--- config.mk ---
export PLATFORM = sky130hd
export DESIGN_NAME = issue_control
export DESIGN_NICKNAME = d
export VERILOG_FILES = /design/src/hdl/tomasulo_pkg.sv /design/src/hdl/issue_control.sv
export SDC_FILE = /design/constraint.sdc
export NUM_CORES = 1
export LEC_CHECK = 0
export BUFFER_PORTS_ARGS = -buffer_cell sky130_fd_sc_hd__buf_2
export CAP_MARGIN = 20
export CELL_PAD_IN_SITES_DETAIL_PLACEMENT = 0
export CELL_PAD_IN_SITES_GLOBAL_PLACEMENT = 1
export CORE_AREA = 2 2 39 41
export DETAILED_ROUTE_END_ITERATION = 8
export DIE_AREA = 0 0 41 43
export PLACE_DENSITY_LB_ADDON = 0.3
export SLEW_MARGIN = 20
export SYNTH_ARGS = -nofsm -noshare
export SYNTH_HDL_FRONTEND = slang
export SYNTH_SLANG_ARGS = --single-unit
--- constraint.sdc ---
create_clock -name vclk -period 0.8
set_input_delay 0.04 -clock vclk [all_inputs]
set_output_delay 0.04 -clock vclk [all_outputs]
set_load 0.005 [all_outputs]
--- src/hdl/tomasulo_pkg.sv ---
package tomasulo_pkg;

  localparam int WORD_W = 32;   // datapath width, add and mul wrap here
  localparam int UNIT_W = 1;
  localparam int IDX_W  = 5;    // entry index, 31 stays reserved

  // which execution unit produced a tag
  typedef enum logic [UNIT_W-1:0] {
    unit_add = 1'b0,
    unit_mul = 1'b1
  } unit_e;

  typedef enum logic [1:0] {
    op_add = 2'd0,
    op_mul = 2'd1,
    op_mv  = 2'd2,
    op_mvi = 2'd3
  } op_e;

  // producer tag, unit in the msb
  typedef struct packed {
    unit_e            unit;
    logic [IDX_W-1:0] idx;
  } tag_t;

  // register holds its own value, no producer pending
  localparam tag_t TAG_NONE = '1;

  function automatic tag_t make_tag(unit_e unit, logic [IDX_W-1:0] idx);
    tag_t t;
    t.unit = unit;
    t.idx  = idx;
    return t;
  endfunction

endpackage

--- src/hdl/issue_control.sv ---
`timescale 1ns/100ps

module issue_control import tomasulo_pkg::*; (
  input  logic             issue_valid,
  input  op_e              issue_op,
  input  logic             has_imm,
  input  logic             add_full,
  input  logic             mul_full,
  input  logic [IDX_W-1:0] add_free_idx,
  input  logic [IDX_W-1:0] mul_free_idx,
  output logic             issue_accept,
  output logic             add_alloc,
  output logic             mul_alloc,
  output logic             rename_en,
  output tag_t             rename_tag,
  output logic             mvi_en,
  output logic             alloc_use_imm,
  output logic             alloc_force_zero
);

  always_comb begin
    issue_accept = 1'b0;
    add_alloc    = 1'b0;
    mul_alloc    = 1'b0;
    mvi_en       = 1'b0;
    rename_tag   = TAG_NONE;
    unique case (issue_op)
      op_add, op_mv: begin   // register move rides the adder
        issue_accept = !add_full;
        add_alloc    = issue_valid && !add_full;
        rename_tag   = make_tag(unit_add, add_free_idx);
      end
      op_mul: begin
        issue_accept = !mul_full;
        mul_alloc    = issue_valid && !mul_full;
        rename_tag   = make_tag(unit_mul, mul_free_idx);
      end
      op_mvi: begin
        issue_accept = 1'b1;   // straight into the register file
        mvi_en       = issue_valid;
      end
      default: begin
        issue_accept = 1'b0;
      end
    endcase
  end

  assign rename_en = add_alloc || mul_alloc;

  // mv: rs1 + 0
  assign alloc_force_zero = issue_op == op_mv;
  assign alloc_use_imm    = has_imm && issue_op != op_mv;

endmodule

==> metrics <==
leading cell types in the layout, fill and taps excluded=28 x sky130_fd_sc_hd__buf_2, 5 x sky130_fd_sc_hd__o22a_1, 2 x sky130_fd_sc_hd__inv_1, 2 x sky130_fd_sc_hd__and3_2; Max Fanout on Critical Path=13; status=finished clean; dpl ws=0.0484 ns; global-route wire length before repair=641 um; final wirelength=521 um; # Max-Cap Violations=0; count of flip-flops and latches=0; Min Clock Period, post-route=0.723 ns; half-perimeter wire length after detailed placement=460 um; IO Count=29; count of endpoints failing hold in the final timing report=0; Register Area=0 um^2; total congestion overflow=0; Worst Hold Class=in -> out; area added between synthesis and finish=111%; RePlAce Congestion=0.634; Final Instance Area=290 um^2; vias in the first global route=168; antenna viol nets, final=0; via count=242; achievable clock frequency=1380 MHz; Post-Syn Nets=34; post-detailed-route wirelength per cell=8.54 um; area of the die=1760 um^2; Syn Inst Count=18; slowest cell delay on critical path=0.25 ns; sequential-to-total area share from yosys stat=0; peak supply drop=0.103 mV; Netlist Area Pre-Place=138 um^2; Max transition margin=0.850; kind of capture point of the worst setup path=primary output; final antenna diode count=0; Setup TNS=0 ns; share of the clock period used by the worst path=0.903; max-slew violations=0; CP cell instances=buf_4, nor3b_1, a31o_2, buf_2; final routed DRC violation total=0; final-layout clock buffer total=0; CORE AREA=1380 um^2; Post-DP Area=288 um^2; maximum number of pins on one net before global-route repair=14; mean instance size in the synthesized netlist=7.65 um^2; Critical Path Slowest Stage Cell=sky130_fd_sc_hd__nor3b_1; Port Buffer Count=29; utilization after layout=0.210; WP data required=0.76 ns; number of antenna violations at the first check in global routing=0; Final Total Pwr=142 uW; critical path launch point type=input pin; vias per std cell=3.97; arrival time worst endpoint=0.68 ns; share of post-route cells with drive strength above 1=0.733; critical path type=in -> out; RSZ-0062 raised after global routing=no; most frequent standard cell in the layout excluding fill and tap cells=sky130_fd_sc_hd__buf_2; drt first-iter violations=0; height of the die=43 um; first-pass iteration count of the detailed router=1; overall global routing resource usage=0.0500; Ys Warns=0; areal power density over the cells=489 nW/um^2; Starting Density=0.0995; Filler Cell Count=151; Pleak=0.000176 uW; Least-Margin Pin Slew=0.224 ns; final count of negative-setup-slack endpoints=0; combined area of the multi-input logic cells=115 um^2; count of distinct cell types in the synthesized netlist=12; cell type group with the largest total delay on the critical path=buffers and inverters; site row count=14; die width=41 um; slack of the critical path=0.0775 ns; crit path buf inv count=2; nets=63; number of setup buffers added after CTS=0
-- per-layer routing --
layer	vias to the layer above	global-route usage	part of all wire
met5	-	0	0
met4	0	0	0
met3	0	0	0.24
met2	29	0.0938	0.38
met1	91	0.0633	0.37
li1	122	-	-
-- per-stage QoR --
stage               std cells  hold slack [ns]
CTS                        61            0.338
finish                     61            0.338
detailed placement         61            0.337
floorplan                  18            0.120
global placement           61            0.347
global route               61            0.352
-- tightest hold or removal path, cell delays in order --
cell and delay [ns]:
sky130_fd_sc_hd__buf_2 0.09, sky130_fd_sc_hd__a2bb2oi_1 0.05, sky130_fd_sc_hd__buf_2 0.12
-- area by class of cell --
cell class	count	share of cell area
Inverter	2	0.0259
Multi-Input combinational cell	14	0.397
Timing Repair Buffer	29	0.509
Tap cell	16	0.0690
-- cells in the mapped netlist --
cell type	count	area share
sky130_fd_sc_hd__nor2b_1	1	0.045
sky130_fd_sc_hd__inv_1	2	0.055
sky130_fd_sc_hd__buf_6	1	0.082
sky130_fd_sc_hd__o22a_1	5	0.32
sky130_fd_sc_hd__nand2b_4	1	0.10
sky130_fd_sc_hd__clkbuf_1	1	0.027
sky130_fd_sc_hd__nor2_1	1	0.027
sky130_fd_sc_hd__a31o_2	1	0.064
sky130_fd_sc_hd__and2b_1	1	0.055
sky130_fd_sc_hd__a2bb2oi_1	1	0.064
sky130_fd_sc_hd__nor3b_1	1	0.055
sky130_fd_sc_hd__and3_2	2	0.11
-- path summary, 6_finish.rpt --
path              slack [ns]      endpoint   startpoint  depth (start not counted)
hold / removal          0.34  issue_accept     add_full                          3
setup / recovery        0.08     rename_en  issue_op[0]                          4
-- logic make-up (layout without fill, tap and decap cells) --
kind of cell	count (synthesis)	in the layout	share of synthesized area
compound gates	7	7	0.445
buf+inv	4	31	0.164
simple gates	7	7	0.391
-- power by group --
group	leakage [uW]	total (uW)	internal, uW	switching (uW)
Combinational	0.000176	142	86.1	55.9
Sequential	0	0	0	0
Clock	0	0	0	0
Total	0.000176	142	86.1	55.9
-- repair_timing --
action,in CTS,in global routing
endpoints found under the setup margin,0,2
hold buffers,0,0
gates resized for setup,0,2
No activity file was read; power rests on OpenSTA's default activity.
