<file path="src/hdl/tomasulo_pkg.sv">
package tomasulo_pkg;

  localparam int WORD_W = 32;   // datapath width, add and mul wrap here
  localparam int UNIT_W = 1;
  localparam int IDX_W  = 5;    // entry index, 31 stays reserved

  // which execution unit produced a tag
  typedef enum logic [UNIT_W-1:0] {
    unit_add = 1'b0,
    unit_mul = 1'b1
  } unit_e;

  typedef enum logic [1:0] {
    op_add = 2'd0,
    op_mul = 2'd1,
    op_mv  = 2'd2,
    op_mvi = 2'd3
  } op_e;

  // producer tag, unit in the msb
  typedef struct packed {
    unit_e            unit;
    logic [IDX_W-1:0] idx;
  } tag_t;

  // register holds its own value, no producer pending
  localparam tag_t TAG_NONE = '1;

  function automatic tag_t make_tag(unit_e unit, logic [IDX_W-1:0] idx);
    tag_t t;
    t.unit = unit;
    t.idx  = idx;
    return t;
  endfunction

endpackage

</file>
<file path="src/hdl/reservation_station.sv">
`timescale 1ns/100ps

module reservation_station import tomasulo_pkg::*; #(
  parameter int    RS_DEPTH = 4,
  parameter unit_e UNIT     = unit_add
) (
  input  logic              clk,
  input  logic              arst_n,
  input  logic              alloc,
  input  logic              alloc_use_imm,
  input  logic              alloc_force_zero,
  input  tag_t              src1_tag,
  input  logic [WORD_W-1:0] src1_value,
  input  tag_t              src2_tag,
  input  logic [WORD_W-1:0] src2_value,
  input  logic [WORD_W-1:0] imm,
  input  logic              cdb_valid,
  input  tag_t              cdb_tag,
  input  logic [WORD_W-1:0] cdb_value,
  input  logic              grant,
  output logic              full,
  output logic              empty,
  output logic [IDX_W-1:0]  free_idx,
  output logic              done,
  output tag_t              done_tag,
  output logic [WORD_W-1:0] done_value
);

  localparam int SEL_W = (RS_DEPTH > 1) ? $clog2(RS_DEPTH) : 1;

  logic [RS_DEPTH-1:0] busy;
  logic [RS_DEPTH-1:0] rdy1;
  logic [RS_DEPTH-1:0] rdy2;
  tag_t                tag1 [RS_DEPTH];
  tag_t                tag2 [RS_DEPTH];
  logic [WORD_W-1:0]   val1 [RS_DEPTH];
  logic [WORD_W-1:0]   val2 [RS_DEPTH];

  logic [RS_DEPTH-1:0] ready;
  logic [SEL_W-1:0]    sel_slot;
  logic [SEL_W-1:0]    free_slot;
  logic [SEL_W-1:0]    done_slot;
  logic                sel_valid;
  logic                exec_en;
  logic [WORD_W-1:0]   op_a;
  logic [WORD_W-1:0]   op_b;
  logic [WORD_W-1:0]   exec_result;

  assign done_slot = done_tag.idx[SEL_W-1:0];

  // entry in the output register is not picked twice
  always_comb begin
    for (int i = 0; i < RS_DEPTH; i++) begin
      ready[i] = busy[i] && rdy1[i] && rdy2[i] && !(done && done_tag.idx == IDX_W'(i));
    end
  end

  // lowest ready and lowest free entry
  always_comb begin
    sel_valid = 1'b0;
    sel_slot  = '0;
    free_slot = '0;
    for (int i = RS_DEPTH - 1; i >= 0; i--) begin
      if (ready[i]) begin
        sel_valid = 1'b1;
        sel_slot  = SEL_W'(i);
      end
      if (!busy[i]) begin
        free_slot = SEL_W'(i);
      end
    end
  end

  assign full     = &busy;
  assign empty    = ~|busy;
  assign free_idx = IDX_W'(free_slot);
  assign exec_en  = sel_valid && (!done || grant);   // stall on ungranted result

  assign op_a = val1[sel_slot];
  assign op_b = val2[sel_slot];

  generate
    if (UNIT == unit_mul) begin : g_mul
      logic signed [2*WORD_W-1:0] product;
      assign product     = (2*WORD_W)'($signed(op_a)) * (2*WORD_W)'($signed(op_b));
      assign exec_result = product[WORD_W-1:0];   // low word only
    end else begin : g_add
      assign exec_result = op_a + op_b;
    end
  endgenerate

  always_ff @(posedge clk or negedge arst_n) begin
    if (!arst_n) begin
      busy <= '0;
      rdy1 <= '0;
      rdy2 <= '0;
      done <= 1'b0;
    end else begin
      for (int i = 0; i < RS_DEPTH; i++) begin
        if (cdb_valid && !rdy1[i] && tag1[i] == cdb_tag) begin
          rdy1[i] <= 1'b1;
        end
        if (cdb_valid && !rdy2[i] && tag2[i] == cdb_tag) begin
          rdy2[i] <= 1'b1;
        end
      end
      if (grant) begin
        busy[done_slot] <= 1'b0;   // result is on the bus
      end
      if (alloc) begin
        busy[free_slot] <= 1'b1;
        rdy1[free_slot] <= src1_tag == TAG_NONE;
        rdy2[free_slot] <= alloc_force_zero || alloc_use_imm || src2_tag == TAG_NONE;
      end
      if (exec_en) begin
        done <= 1'b1;
      end else if (grant) begin
        done <= 1'b0;
      end
    end
  end

  // operand and result payload
  always_ff @(posedge clk) begin
    for (int i = 0; i < RS_DEPTH; i++) begin
      if (cdb_valid && !rdy1[i] && tag1[i] == cdb_tag) begin
        val1[i] <= cdb_value;
      end
      if (cdb_valid && !rdy2[i] && tag2[i] == cdb_tag) begin
        val2[i] <= cdb_value;
      end
    end
    if (alloc) begin
      tag1[free_slot] <= src1_tag;
      val1[free_slot] <= src1_value;
      tag2[free_slot] <= src2_tag;
      if (alloc_force_zero) begin
        val2[free_slot] <= '0;
      end else if (alloc_use_imm) begin
        val2[free_slot] <= imm;
      end else begin
        val2[free_slot] <= src2_value;
      end
    end
    if (exec_en) begin
      done_tag   <= make_tag(UNIT, IDX_W'(sel_slot));
      done_value <= exec_result;
    end
  end

  a_no_alloc_full: assert property (
    @(posedge clk) disable iff (!arst_n) alloc |-> !full
  );

  // granting an empty output register would free a live entry
  a_grant_done: assert property (
    @(posedge clk) disable iff (!arst_n) grant |-> done
  );

endmodule

</file>
<file path="config.mk">
export PLATFORM = sky130hd
export DESIGN_NAME = reservation_station
export DESIGN_NICKNAME = d
export VERILOG_FILES = /design/src/hdl/tomasulo_pkg.sv /design/src/hdl/reservation_station.sv
export SDC_FILE = /design/constraint.sdc
export NUM_CORES = 1
export LEC_CHECK = 0
export ABC_CLOCK_PERIOD_IN_PS = 8860
export BUFFER_PORTS_ARGS = -buffer_cell sky130_fd_sc_hd__buf_2
export CORE_AREA = 2 2 183 185
export CTS_CLUSTER_SIZE = 10
export DETAILED_ROUTE_END_ITERATION = 8
export DIE_AREA = 0 0 185 187
export PLACE_DENSITY = 0.75
export SYNTH_ARGS = -nofsm -noshare
export SYNTH_HDL_FRONTEND = slang
export SYNTH_SLANG_ARGS = --single-unit
</file>
<file path="constraint.sdc">
create_clock -name clk -period 8.86 [get_ports clk]
set_input_delay 0 -clock clk [delete_from_list [all_inputs] [get_ports clk]]
set_output_delay 0 -clock clk [all_outputs]
set_load 0.005 [all_outputs]
</file>
==> run_results.csv <==
group,metric,value,unit
setup_path,cp.required,9.11,ns
place,numPortBuffers,191,
yosys,ys.flop_type,"edfxtp_1",
setup_path,reg2reg_depth,17,
yosys,syn_inst,1708,
yosys,post-synth-top-count-cell,"nand2_1",
sta,grt_setup_unrepaired,"false",
sta,tns,0,ns
setup_path,crit_type,"register to register",
routing,wl,52200,um
sta,fin_crit_sh,0.677,
floorplan,die_h,187,um
floorplan,dieArea,34600,um2
final_layout,area_growth_syn_to_layout,24.6,%
hold_path,hold_path.startpoint,"imm[8]",
sta,slew_viol_final,0,
yosys,synth_edf_count,338,
yosys,synth_area,17700,um2
grt,grt_start_max_net_pins,91,
sta,worstMarginPinSlew,1.14,ns
clock_network,numCtsBuffers,41,
sta,setup_viol_count_final,0,
place,dp_hpwl,30800,um
grt,antenna_found_initial,1,
final_layout,nets,2228,
place,gp_congestion,0.876,
floorplan,row_count,67,
setup_path,critPathLaunchType,"register",
setup_path,critical_path_arrival,6.26,ns
sta,final.setup_skew,0.0204,ns
grt,grt.total_usage,0.299,
floorplan,ios,199,
sta,max-slew-margin-rel,0.231,
floorplan,start_util,0.538,
routing,routedWlPerCell,20.8,um
hold_path,hp-class,"primary input to register",
sta,holdWs,0.0170,ns
clock_network,cts_tree,"done",
routing,ant_nets,0,
final_layout,drive_gt1_frac,0.135,
outcome,status,"completed",
clock_network,path_clk_slew,0.05,ns
yosys,ys_seq_area_frac,0.593,
yosys,synth.area.top_cells,"edfxtp_1, nand2_1, o21ai_0, a211oi_1, a31oi_1",
routing,drcViolationCount,0,
sta,max_freq,0.167,GHz
final_layout,multi_input_area,6780,um2
final_layout,final_cells,2507,
clock_network,h-tree-depth,2,
setup_path,crit_start,"done_tag[0]$_DFFE_PP_",
final_layout,seq_area,10500,um2
routing,firstDrtPassIters,5,
place,place_inst,2263,
yosys,yosys.area.top_type_share,0.575,
final_layout,fillers,2473,
setup_path,path_max_fanout,90,
hold_path,min_path_cells,3,
routing,drt_iter0_drc,1479,
yosys,synth_seq_cells,351,
setup_path,r2r-start,"done_tag[0]$_DFFE_PP_",
yosys,avgSynthCellArea,10.3,um2
clock_network,clk_path_buf_depth,3,
grt,grt_remaining_overflow,0,
floorplan,floorplan.core_area,32900,um2
grt,grt_pass1_wl,79000,um
clock_network,cts.sinks,351,
clock_network,clock_latency,0.54,ns
yosys,synth.distinct_cells,55,
routing,vias_per_cell,6.01,
clock_network,clockRootBuffer,"clkbuf_16",
floorplan,chipWidth,185,um
yosys,synth_common_cells,"nand2_1, edfxtp_1, o21ai_0",
setup_path,end_kind,"register",
yosys,yosys_warnings,0,
sta,hold_viol_final,0,
routing,via_count,15076,
grt,grt_pass1_vias,14931,
yosys,async_flop_share,0.0370,
clock_network,cts_resized,0,
sta,timing.final.crit_period,6.00,ns
yosys,synth_top_area_cell,"edfxtp_1",
run,cap_violations,0,
-- critical path, cell delays in order (launching register included) --
cell	delay [ns]
edfxtp_1	0.45
inv_1	0.11
a31oi_1	0.47
nor2_1	0.18
nand2_4	0.54
inv_2	0.45
buf_4	0.52
and2_0	0.28
a211oi_1	0.21
a31oi_1	0.09
ha_1	0.30
fa_1	0.47
a21o_1	0.23
a221o_1	0.35
o21a_1	0.26
or4_4	0.52
a211oi_2	0.20
a311oi_1	0.07
-- logic make-up after synthesis --
logic type / Yosys count / synth area share
compound gates: 422 / 0.150
xor+xnor: 80 / 0.0397
fa+ha+maj: 32 / 0.0231
buf+inv: 129 / 0.0303
flops: 351 / 0.593
other cells: 1 / 0.000212
simple gates: 693 / 0.164
-- metal layers --
metal	part of all wire	up-vias	track usage	wire (um)
met5	0	-	0	0
met2	0.48	987	0.496	25000
met1	0.37	7051	0.379	19300
met3	0.10	208	0.0456	5330
met4	0.048	0	0.157	2500
li1	-	6830	-	-
-- area by class of cell --
class	count	area share
well taps	448	0.0255
inverters	16	0.00273
clock inverters	2	0.000568
multi-input cells	1234	0.308
diodes	2	0.000227
repair buffers	399	0.135
clock buffers	55	0.0519
flip-flops and latches	351	0.476
-- placed cells by master, fill, tap and decap left out, types with 4 or more instances in the layout --
cell / count
a21o_1: 5
o41ai_2: 8
and2_0: 41
clkinv_1: 5
buf_4: 23
clkbuf_1: 11
o21a_1: 5
edfxtp_1: 338
a21oi_1: 41
a31oi_1: 66
o21ai_0: 151
xor2_1: 46
nor2_1: 24
dlygate4sd3_1: 185
a211oi_1: 65
nand3_1: 17
ha_1: 31
o22a_1: 8
o21bai_1: 5
nor3b_1: 10
dfrtp_1: 13
and2_1: 24
nor3_1: 4
o211ai_1: 5
xnor2_1: 34
o31ai_1: 8
conb_1: 7
buf_2: 191
inv_1: 10
a22oi_1: 33
nand4_1: 8
clkbuf_16: 44
nand2_1: 548
-- per-stage QoR --
step                      setup slack, ns  instance area, um2   util
after detailed placement             2.97               19000  0.578
after global placement               3.08               19000  0.578
after global routing                 2.53               22000  0.670
after floorplan                      4.16               17700      -
final                                2.86               22000  0.670
after CTS                            2.90               22000  0.670
-- timing repair --
item	in CTS	in global routing
buffers inserted	0	0
hold buffers	185	0
hold endpoints to repair	326	0
-- registers in the layout, indices dropped and copies added (netlist names), 2 cells and up --
signal and cells:
busy 4, val1 128, rdy2 4, tag2 24, done_value 32, rdy1 4, done_tag 2, tag1 24
val2 128
-- worst paths after layout --
| path | end | slack, ns |
|---|---|---|
| min | val2[3][8]$_DFFE_PP_ | 0.02 |
| min reg2reg | rdy2[0]$_DFF_PN0_ | 0.52 |
| min in group asynchronous | rdy2[1]$_DFF_PN0_ | 0.54 |
| max in group asynchronous | busy[1]$_DFF_PN0_ | 7.93 |
| max | done_value[26]$_DFFE_PP_ | 2.86 |
| max reg2reg | done_value[26]$_DFFE_PP_ | 2.86 |
Power is left out: the tool's default activity adds up to more than one toggle a clock period on the data nets, which glitch-free logic cannot reach.
