**config.mk**
```make
export PLATFORM = sky130hd
export DESIGN_NAME = cdb_arbiter
export DESIGN_NICKNAME = d
export VERILOG_FILES = /design/src/hdl/tomasulo_pkg.sv /design/src/hdl/cdb_arbiter.sv
export SDC_FILE = /design/constraint.sdc
export NUM_CORES = 1
export LEC_CHECK = 0
export BUFFER_PORTS_ARGS = -buffer_cell sky130_fd_sc_hd__buf_2
export CORE_ASPECT_RATIO = 1.75
export CORE_MARGIN = 2
export CORE_UTILIZATION = 24
export CTS_CLUSTER_SIZE = 20
export DETAILED_ROUTE_END_ITERATION = 6
export GPL_ROUTABILITY_DRIVEN = 0
export PLACE_DENSITY_LB_ADDON = 0.2
export SYNTH_ARGS = -nofsm -noshare
export SYNTH_HDL_FRONTEND = slang
export SYNTH_SLANG_ARGS = --single-unit
```
**constraint.sdc**
```tcl
create_clock -name clk -period 2.6 [get_ports clk]
set_clock_uncertainty 0.2 [all_clocks]
set_input_delay 0.65 -clock clk [delete_from_list [all_inputs] [get_ports clk]]
set_output_delay 0.65 -clock clk [all_outputs]
set_load 0.1 [all_outputs]
```
**src/hdl/tomasulo_pkg.sv**
```systemverilog
package tomasulo_pkg;

  localparam int WORD_W = 32;   // datapath width, add and mul wrap here
  localparam int UNIT_W = 1;
  localparam int IDX_W  = 5;    // entry index, 31 stays reserved

  // which execution unit produced a tag
  typedef enum logic [UNIT_W-1:0] {
    unit_add = 1'b0,
    unit_mul = 1'b1
  } unit_e;

  typedef enum logic [1:0] {
    op_add = 2'd0,
    op_mul = 2'd1,
    op_mv  = 2'd2,
    op_mvi = 2'd3
  } op_e;

  // producer tag, unit in the msb
  typedef struct packed {
    unit_e            unit;
    logic [IDX_W-1:0] idx;
  } tag_t;

  // register holds its own value, no producer pending
  localparam tag_t TAG_NONE = '1;

  function automatic tag_t make_tag(unit_e unit, logic [IDX_W-1:0] idx);
    tag_t t;
    t.unit = unit;
    t.idx  = idx;
    return t;
  endfunction

endpackage

```
**src/hdl/cdb_arbiter.sv**
```systemverilog
`timescale 1ns/100ps

module cdb_arbiter import tomasulo_pkg::*; (
  input  logic              clk,
  input  logic              arst_n,
  input  logic              add_done,
  input  tag_t              add_tag,
  input  logic [WORD_W-1:0] add_value,
  input  logic              mul_done,
  input  tag_t              mul_tag,
  input  logic [WORD_W-1:0] mul_value,
  output logic              add_grant,
  output logic              mul_grant,
  output logic              cdb_valid,
  output tag_t              cdb_tag,
  output logic [WORD_W-1:0] cdb_value
);

  unit_e last_unit;   // winner of the previous grant

  // on a tie the unit that did not win last time goes first
  assign add_grant = add_done && (!mul_done || last_unit == unit_mul);
  assign mul_grant = mul_done && (!add_done || last_unit == unit_add);

  always_ff @(posedge clk or negedge arst_n) begin
    if (!arst_n) begin
      last_unit <= unit_mul;
    end else if (add_grant) begin
      last_unit <= unit_add;
    end else if (mul_grant) begin
      last_unit <= unit_mul;
    end
  end

  assign cdb_valid = add_done || mul_done;
  assign cdb_tag   = add_grant ? add_tag : mul_tag;
  assign cdb_value = add_grant ? add_value : mul_value;

  // a station left waiting wins the following cycle
  a_add_no_starve: assert property (
    @(posedge clk) disable iff (!arst_n) add_done && !add_grant |=> add_grant
  );

  a_mul_no_starve: assert property (
    @(posedge clk) disable iff (!arst_n) mul_done && !mul_grant |=> mul_grant
  );

endmodule

```
==> results of run 1 <==
[routing by layer]
layer,part of all wire (%),up-vias,track usage [%]
li1,-,423,-
met1,26,380,14.0
met2,58,85,35.7
met3,16,0,5.19
met4,0,0,0
met5,0,-,0
[worst paths after layout]
kind	slack (ns)	endpoint
max	0.07	cdb_value[5]
min	0.29	last_unit
max reg2reg	1.52	last_unit
min reg2reg	0.29	last_unit
max in group asynchronous	1.79	last_unit
min in group asynchronous	0.39	last_unit
[power groups by stage]
stage	combinational [mW]	sequential (mW)	clock, mW
2_1_floorplan	0.564	0.0215	0
3_3_place_gp	0.895	0.0218	0
3_5_place_dp	0.904	0.0221	0
4_1_cts	0.904	0.0221	0
5_1_grt	0.924	0.0223	0
6_report	0.900	0.0221	0
[layout by cell type (no fill, tap or decap)]
| cell type | synthesis | layout |
|---|---|---|
| buf_2 | 2 | 81 |
| buf_12 | 0 | 42 |
| mux2_2 | 29 | 29 |
| mux2_4 | 9 | 9 |
| inv_1 | 2 | 2 |
| nand2b_1 | 1 | 1 |
| nand2_4 | 0 | 1 |
| or2_2 | 1 | 1 |
| a21boi_2 | 0 | 1 |
| o21ai_0 | 1 | 1 |
| dfstp_2 | 1 | 1 |
[final cells by class]
type / instances / area, um^2
fill: 139 / 432
sequential: 1 / 26.3
timing repair buffer: 123 / 1250
tap: 25 / 31.3
inverter: 2 / 7.51
multi-input combinational: 43 / 502
[kinds of logic (layout without fill, tap and decap cells)]
family	after synthesis	in the layout
buf+inv	6	125
simple gates	3	3
compound gates	2	2
flops	1	1
mux	38	38
[worst max-delay path, stage by stage]
cell      delay [ns]
buf_2           0.10
nand2b_1        0.09
nand2_4         0.13
buf_12          0.16
mux2_2          0.37
buf_12          0.17
==> results.yml, run 1 <==
power_and_ir_drop:
  p_leak_nw: 0.946
  seqPwrFrac_pct: 2.4
  power.total_uw: 922
  p_int_uw: 365
  switching_share_pct: 60.4
  p_clk_share_pct: 0
  p_per_area_nw_per_um2: 509
  ir_drop_v: 0.000365
  p_comb_share_pct: 97.6
  p_sw_uw: 558
worst_hold_path:
  min_path_cells: 2
  min_path_type: "reg2reg"
  holdCritStartpoint: "last_unit"
clock_tree:
  cts.reportedPaths.clkPinSlew_ns: 0
  worstSkewPairLatency_ns: 0
  hold_buffers: 0
  cts_resized: 0
  cts_setup_buffers: 0
detailed_routing:
  avgRoutedWirePerCell_um: 13.5
  via_count: 888
  via_per_inst: 4.58
  drc_errors: 0
  initialDrtViolationCount: 7
  ant_nets: 0
  routed_wl_um: 2610
  firstDrtPassIters: 2
timing:
  setup_slack_ns: 0.0684
  rsz0062_at_grt: "false"
  relSlewSlack_pct: 67.8
  tightest_slew_ns: 0.487
  setup_viol: 0
  fin_setup_tns_ns: 0
  slew_viol_final: 0
  fmax_mhz: 395
  finalCritPeriodShare_pct: 97.4
  timing.hold.ws_ns: 0.287
  hold_viol: 0
  period_needed_ns: 2.53
yosys:
  yosys.area.top_type: "mux2_2"
  yosys-top-cells-count: "mux2_2 (29), mux2_4 (9), buf_2 (2), buf_6 (2), inv_1 (2)"
  ys_types: 11
  netlist.area_leader.share_pct: 58.4
  synth-async-reset-ratio_pct: 100
  synthesis.area_um2: 559
  ys_warn_count: 0
  synth.most_common_cell: "mux2_2"
  synthMuxAreaShare_pct: 82.6
  synth_nets: 130
  synth_simple_gate_area_share_pct: 3.36
  synth_edf_count: 0
  synth-xor-area-share_pct: 0
  ys_dominant_reg_cell: "dfstp_2"
  synth_top_family_by_area: "multiplexers"
  avgSynthCellArea_um2: 11.2
  synth_area_leaders: "mux2_2 (58%), mux2_4 (24%), dfstp_2 (4.7%), buf_6 (4.0%), buf_2 (1.8%)"
  seq_area_frac_synth_pct: 4.70
  synthAdderAreaFrac_pct: 0
  synth-seq-cells: 1
  synth-compound-area-share_pct: 2.24
  synth_cells: 50
global_route:
  globalRoute.totalOverflow: 0
  grt_pass1_wl_um: 3370
  antenna_found_initial: 0
  grt_max_degree: 19
  grt_pass1_vias: 872
  grt_usage_pct: 16.7
final_layout:
  reg_top3: "last_unit (1)"
  area_growth_pct: 224
  largest_reg_flops: 1
  antenna_cells: 0
  nNetsFinal: 251
  drive_above_1_share_pct: 97.6
  top_register: "last_unit"
  postLayoutCellArea_um2: 1810
  final_util_pct: 80.8
  instances_no_fill: 194
placement:
  io_buffer_count: 120
  dp_slack_ns: 0.0334
  placed_cell_area_um2: 1810
  post-place-cells: 194
die:
  io_pins: 121
  coreArea_um2: 2240
  die_area_um2: 2750
  start_util_pct: 24.9
  rows: 23
  die_w_um: 40.5
  die_y_um: 67.9
worst_setup_path:
  r2r-start: "last_unit"
  path_class: "in2out"
  r2r_cells: 2
  worstPathRequired_ns: 1.75
  crit_path_start: "mul_done"
  startpoint_type: "input pin"
  endpoint_kind: "output pin"
  cp.arrival_ns: 1.68
  crit_fanout: 18
job:
  drv_cap: 0
run_status:
  status: "finished, final reports clean"
(Power assumes the default switching activity.)
==> inputs of run 2 (changes only) <==
- PLACE_DENSITY: default -> 0.82
- PLACE_DENSITY_LB_ADDON: 0.2 -> default
==> run 2 against run 1 <==
Effect of this change: final cell count stayed put; power is 1.6% higher; combinational power is 2% higher; sequential cell count stayed put; global-route usage is 6.1 points higher; register-to-register slack hardly changed; via count is 2.3% higher; worst hold slack better by 0.0017 ns; maximum frequency is 0.53% lower; first-iteration DRC count is 14% higher; wire length is 28% higher; largest power group unchanged.
==> results.yml, run 2 (same netlist as run 1, synthesis figures left out) <==
run_status:
  status: "finished, final reports clean"
detailed_routing:
  avgRoutedWirePerCell_um: 17.2
  via_per_inst: 4.68
  via_count: 908
  ant_nets: 0
  wirelength_met1_um: 881
  wl_met2_um: 1790
  initialDrtViolationCount: 8
  firstDrtPassIters: 3
  route.top_layer_used: "met4"
  wl_met3_um: 608
  drc_errors: 0
  routed_wl_um: 3330
worst_hold_path:
  min_path_type: "reg2reg"
  min_path_cells: 2
  holdPathEnd: "last_unit"
  holdCritStartpoint: "last_unit"
final_layout:
  area_growth_pct: 228
  largest_reg_flops: 1
  postLayoutCellArea_um2: 1830
  mostFrequentLayoutCell: "buf_2"
  fillers: 138
  nNetsFinal: 251
  reg_top3: "last_unit (1)"
  top_register: "last_unit"
  drive_above_1_share_pct: 97.6
  multi_input_area_um2: 502
  seqCellArea_um2: 26.3
  final_cell_mix: "buf_2 (80), buf_12 (42), mux2_2 (29), mux2_4 (9), inv_1 (2)"
  antenna_cells: 0
power_and_ir_drop:
  p_per_area_nw_per_um2: 512
  p_leak_nw: 0.954
  ir_drop_v: 0.000341
  power.total_uw: 938
worst_setup_path:
  path_class: "in2out"
  startpoint_type: "input pin"
  endpoint_kind: "output pin"
  crit_fanout: 12
  cp_slowest_cell: "mux2_2"
  worstPathRequired_ns: 1.75
  r2r-end: "last_unit"
  max_stage_delay_ns: 0.36
  r2r_cells: 2
  worstPathCellList: "buf_2 -> nand2b_1 -> nand2_4 -> clkbuf_16 -> mux2_2 -> buf_12"
  r2r_slack_ns: 1.51
  cp.arrival_ns: 1.70
  r2r-start: "last_unit"
placement:
  dp_hpwl_um: 3020
  io_buffer_count: 120
  dp_slack_ns: 0.0205
  placed_cell_area_um2: 1800
timing:
  setup_viol: 0
  finalCritPeriodShare_pct: 97.9
  fmax_mhz: 393
  fin_setup_tns_ns: 0
  rsz0062_at_grt: "false"
  hold_viol: 0
  period_needed_ns: 2.55
  relSlewSlack_pct: 67.9
  slew_viol_final: 0
  setup_slack_ns: 0.0548
  tightest_slew_ns: 0.486
die:
  start_util_pct: 24.9
  die_area_um2: 2750
  die_y_um: 67.9
  coreArea_um2: 2240
  io_pins: 121
  die_w_um: 40.5
  rows: 23
global_route:
  grt_pass1_vias: 963
  grt_pass1_wl_um: 4310
  antenna_found_initial: 0
  grt_max_degree: 25
  grt_usage_pct: 22.8
  globalRoute.totalOverflow: 0
clock_tree:
  cts_setup_buffers: 0
  hold_buffers: 0
  worstSkewPairLatency_ns: 0
  cts.reportedPaths.clkPinSlew_ns: 0
  cts_resized: 0
job:
  drv_cap: 0
==> run 2: final cells by class <==
type / count / area share (%)
timing repair buffer: 123 / 69.1
multi-input combinational: 43 / 27.4
tap: 25 / 1.71
sequential: 1 / 1.43
inverter: 2 / 0.410
==> run 2: worst max path at each step <==
stage / to / depth (start not counted) / start
after floorplan: add_grant / 5 / mul_done
after global placement: cdb_value[15] / 6 / mul_done
after detailed placement: cdb_value[5] / 6 / mul_done
after CTS: cdb_value[5] / 6 / mul_done
after global routing: cdb_value[16] / 6 / mul_done
final: cdb_value[18] / 6 / mul_done
==> run 2: worst max-delay path: cells and delay by family <==
| kind | cells | cell delay (ns) |
|---|---|---|
| muxes | 1 | 0.36 |
| and+or+nand+nor | 2 | 0.22 |
| buffers and inverters | 3 | 0.45 |
==> run 2: layer usage <==
metal	up-vias	GRT usage, %
met5	-	0
met4	0	3.75
met3	4	9.09
met2	98	45.6
met1	384	19.1
li1	422	-
==> run 2: report_power, final <==
group / internal (mW) / switching (mW)
sequential: 0.0199 / 0.00204
combinational: 0.350 / 0.565
clock: 0 / 0
total: 0.370 / 0.568
==> run 2: stage by stage <==
stage                     util [%]  hold slack (ns)  instances
after floorplan                  -            0.261         50
after global placement        80.3            0.290        193
after detailed placement      80.3            0.288        193
after CTS                     80.3            0.292        193
after global routing          81.7            0.310        194
final                         81.7            0.289        194
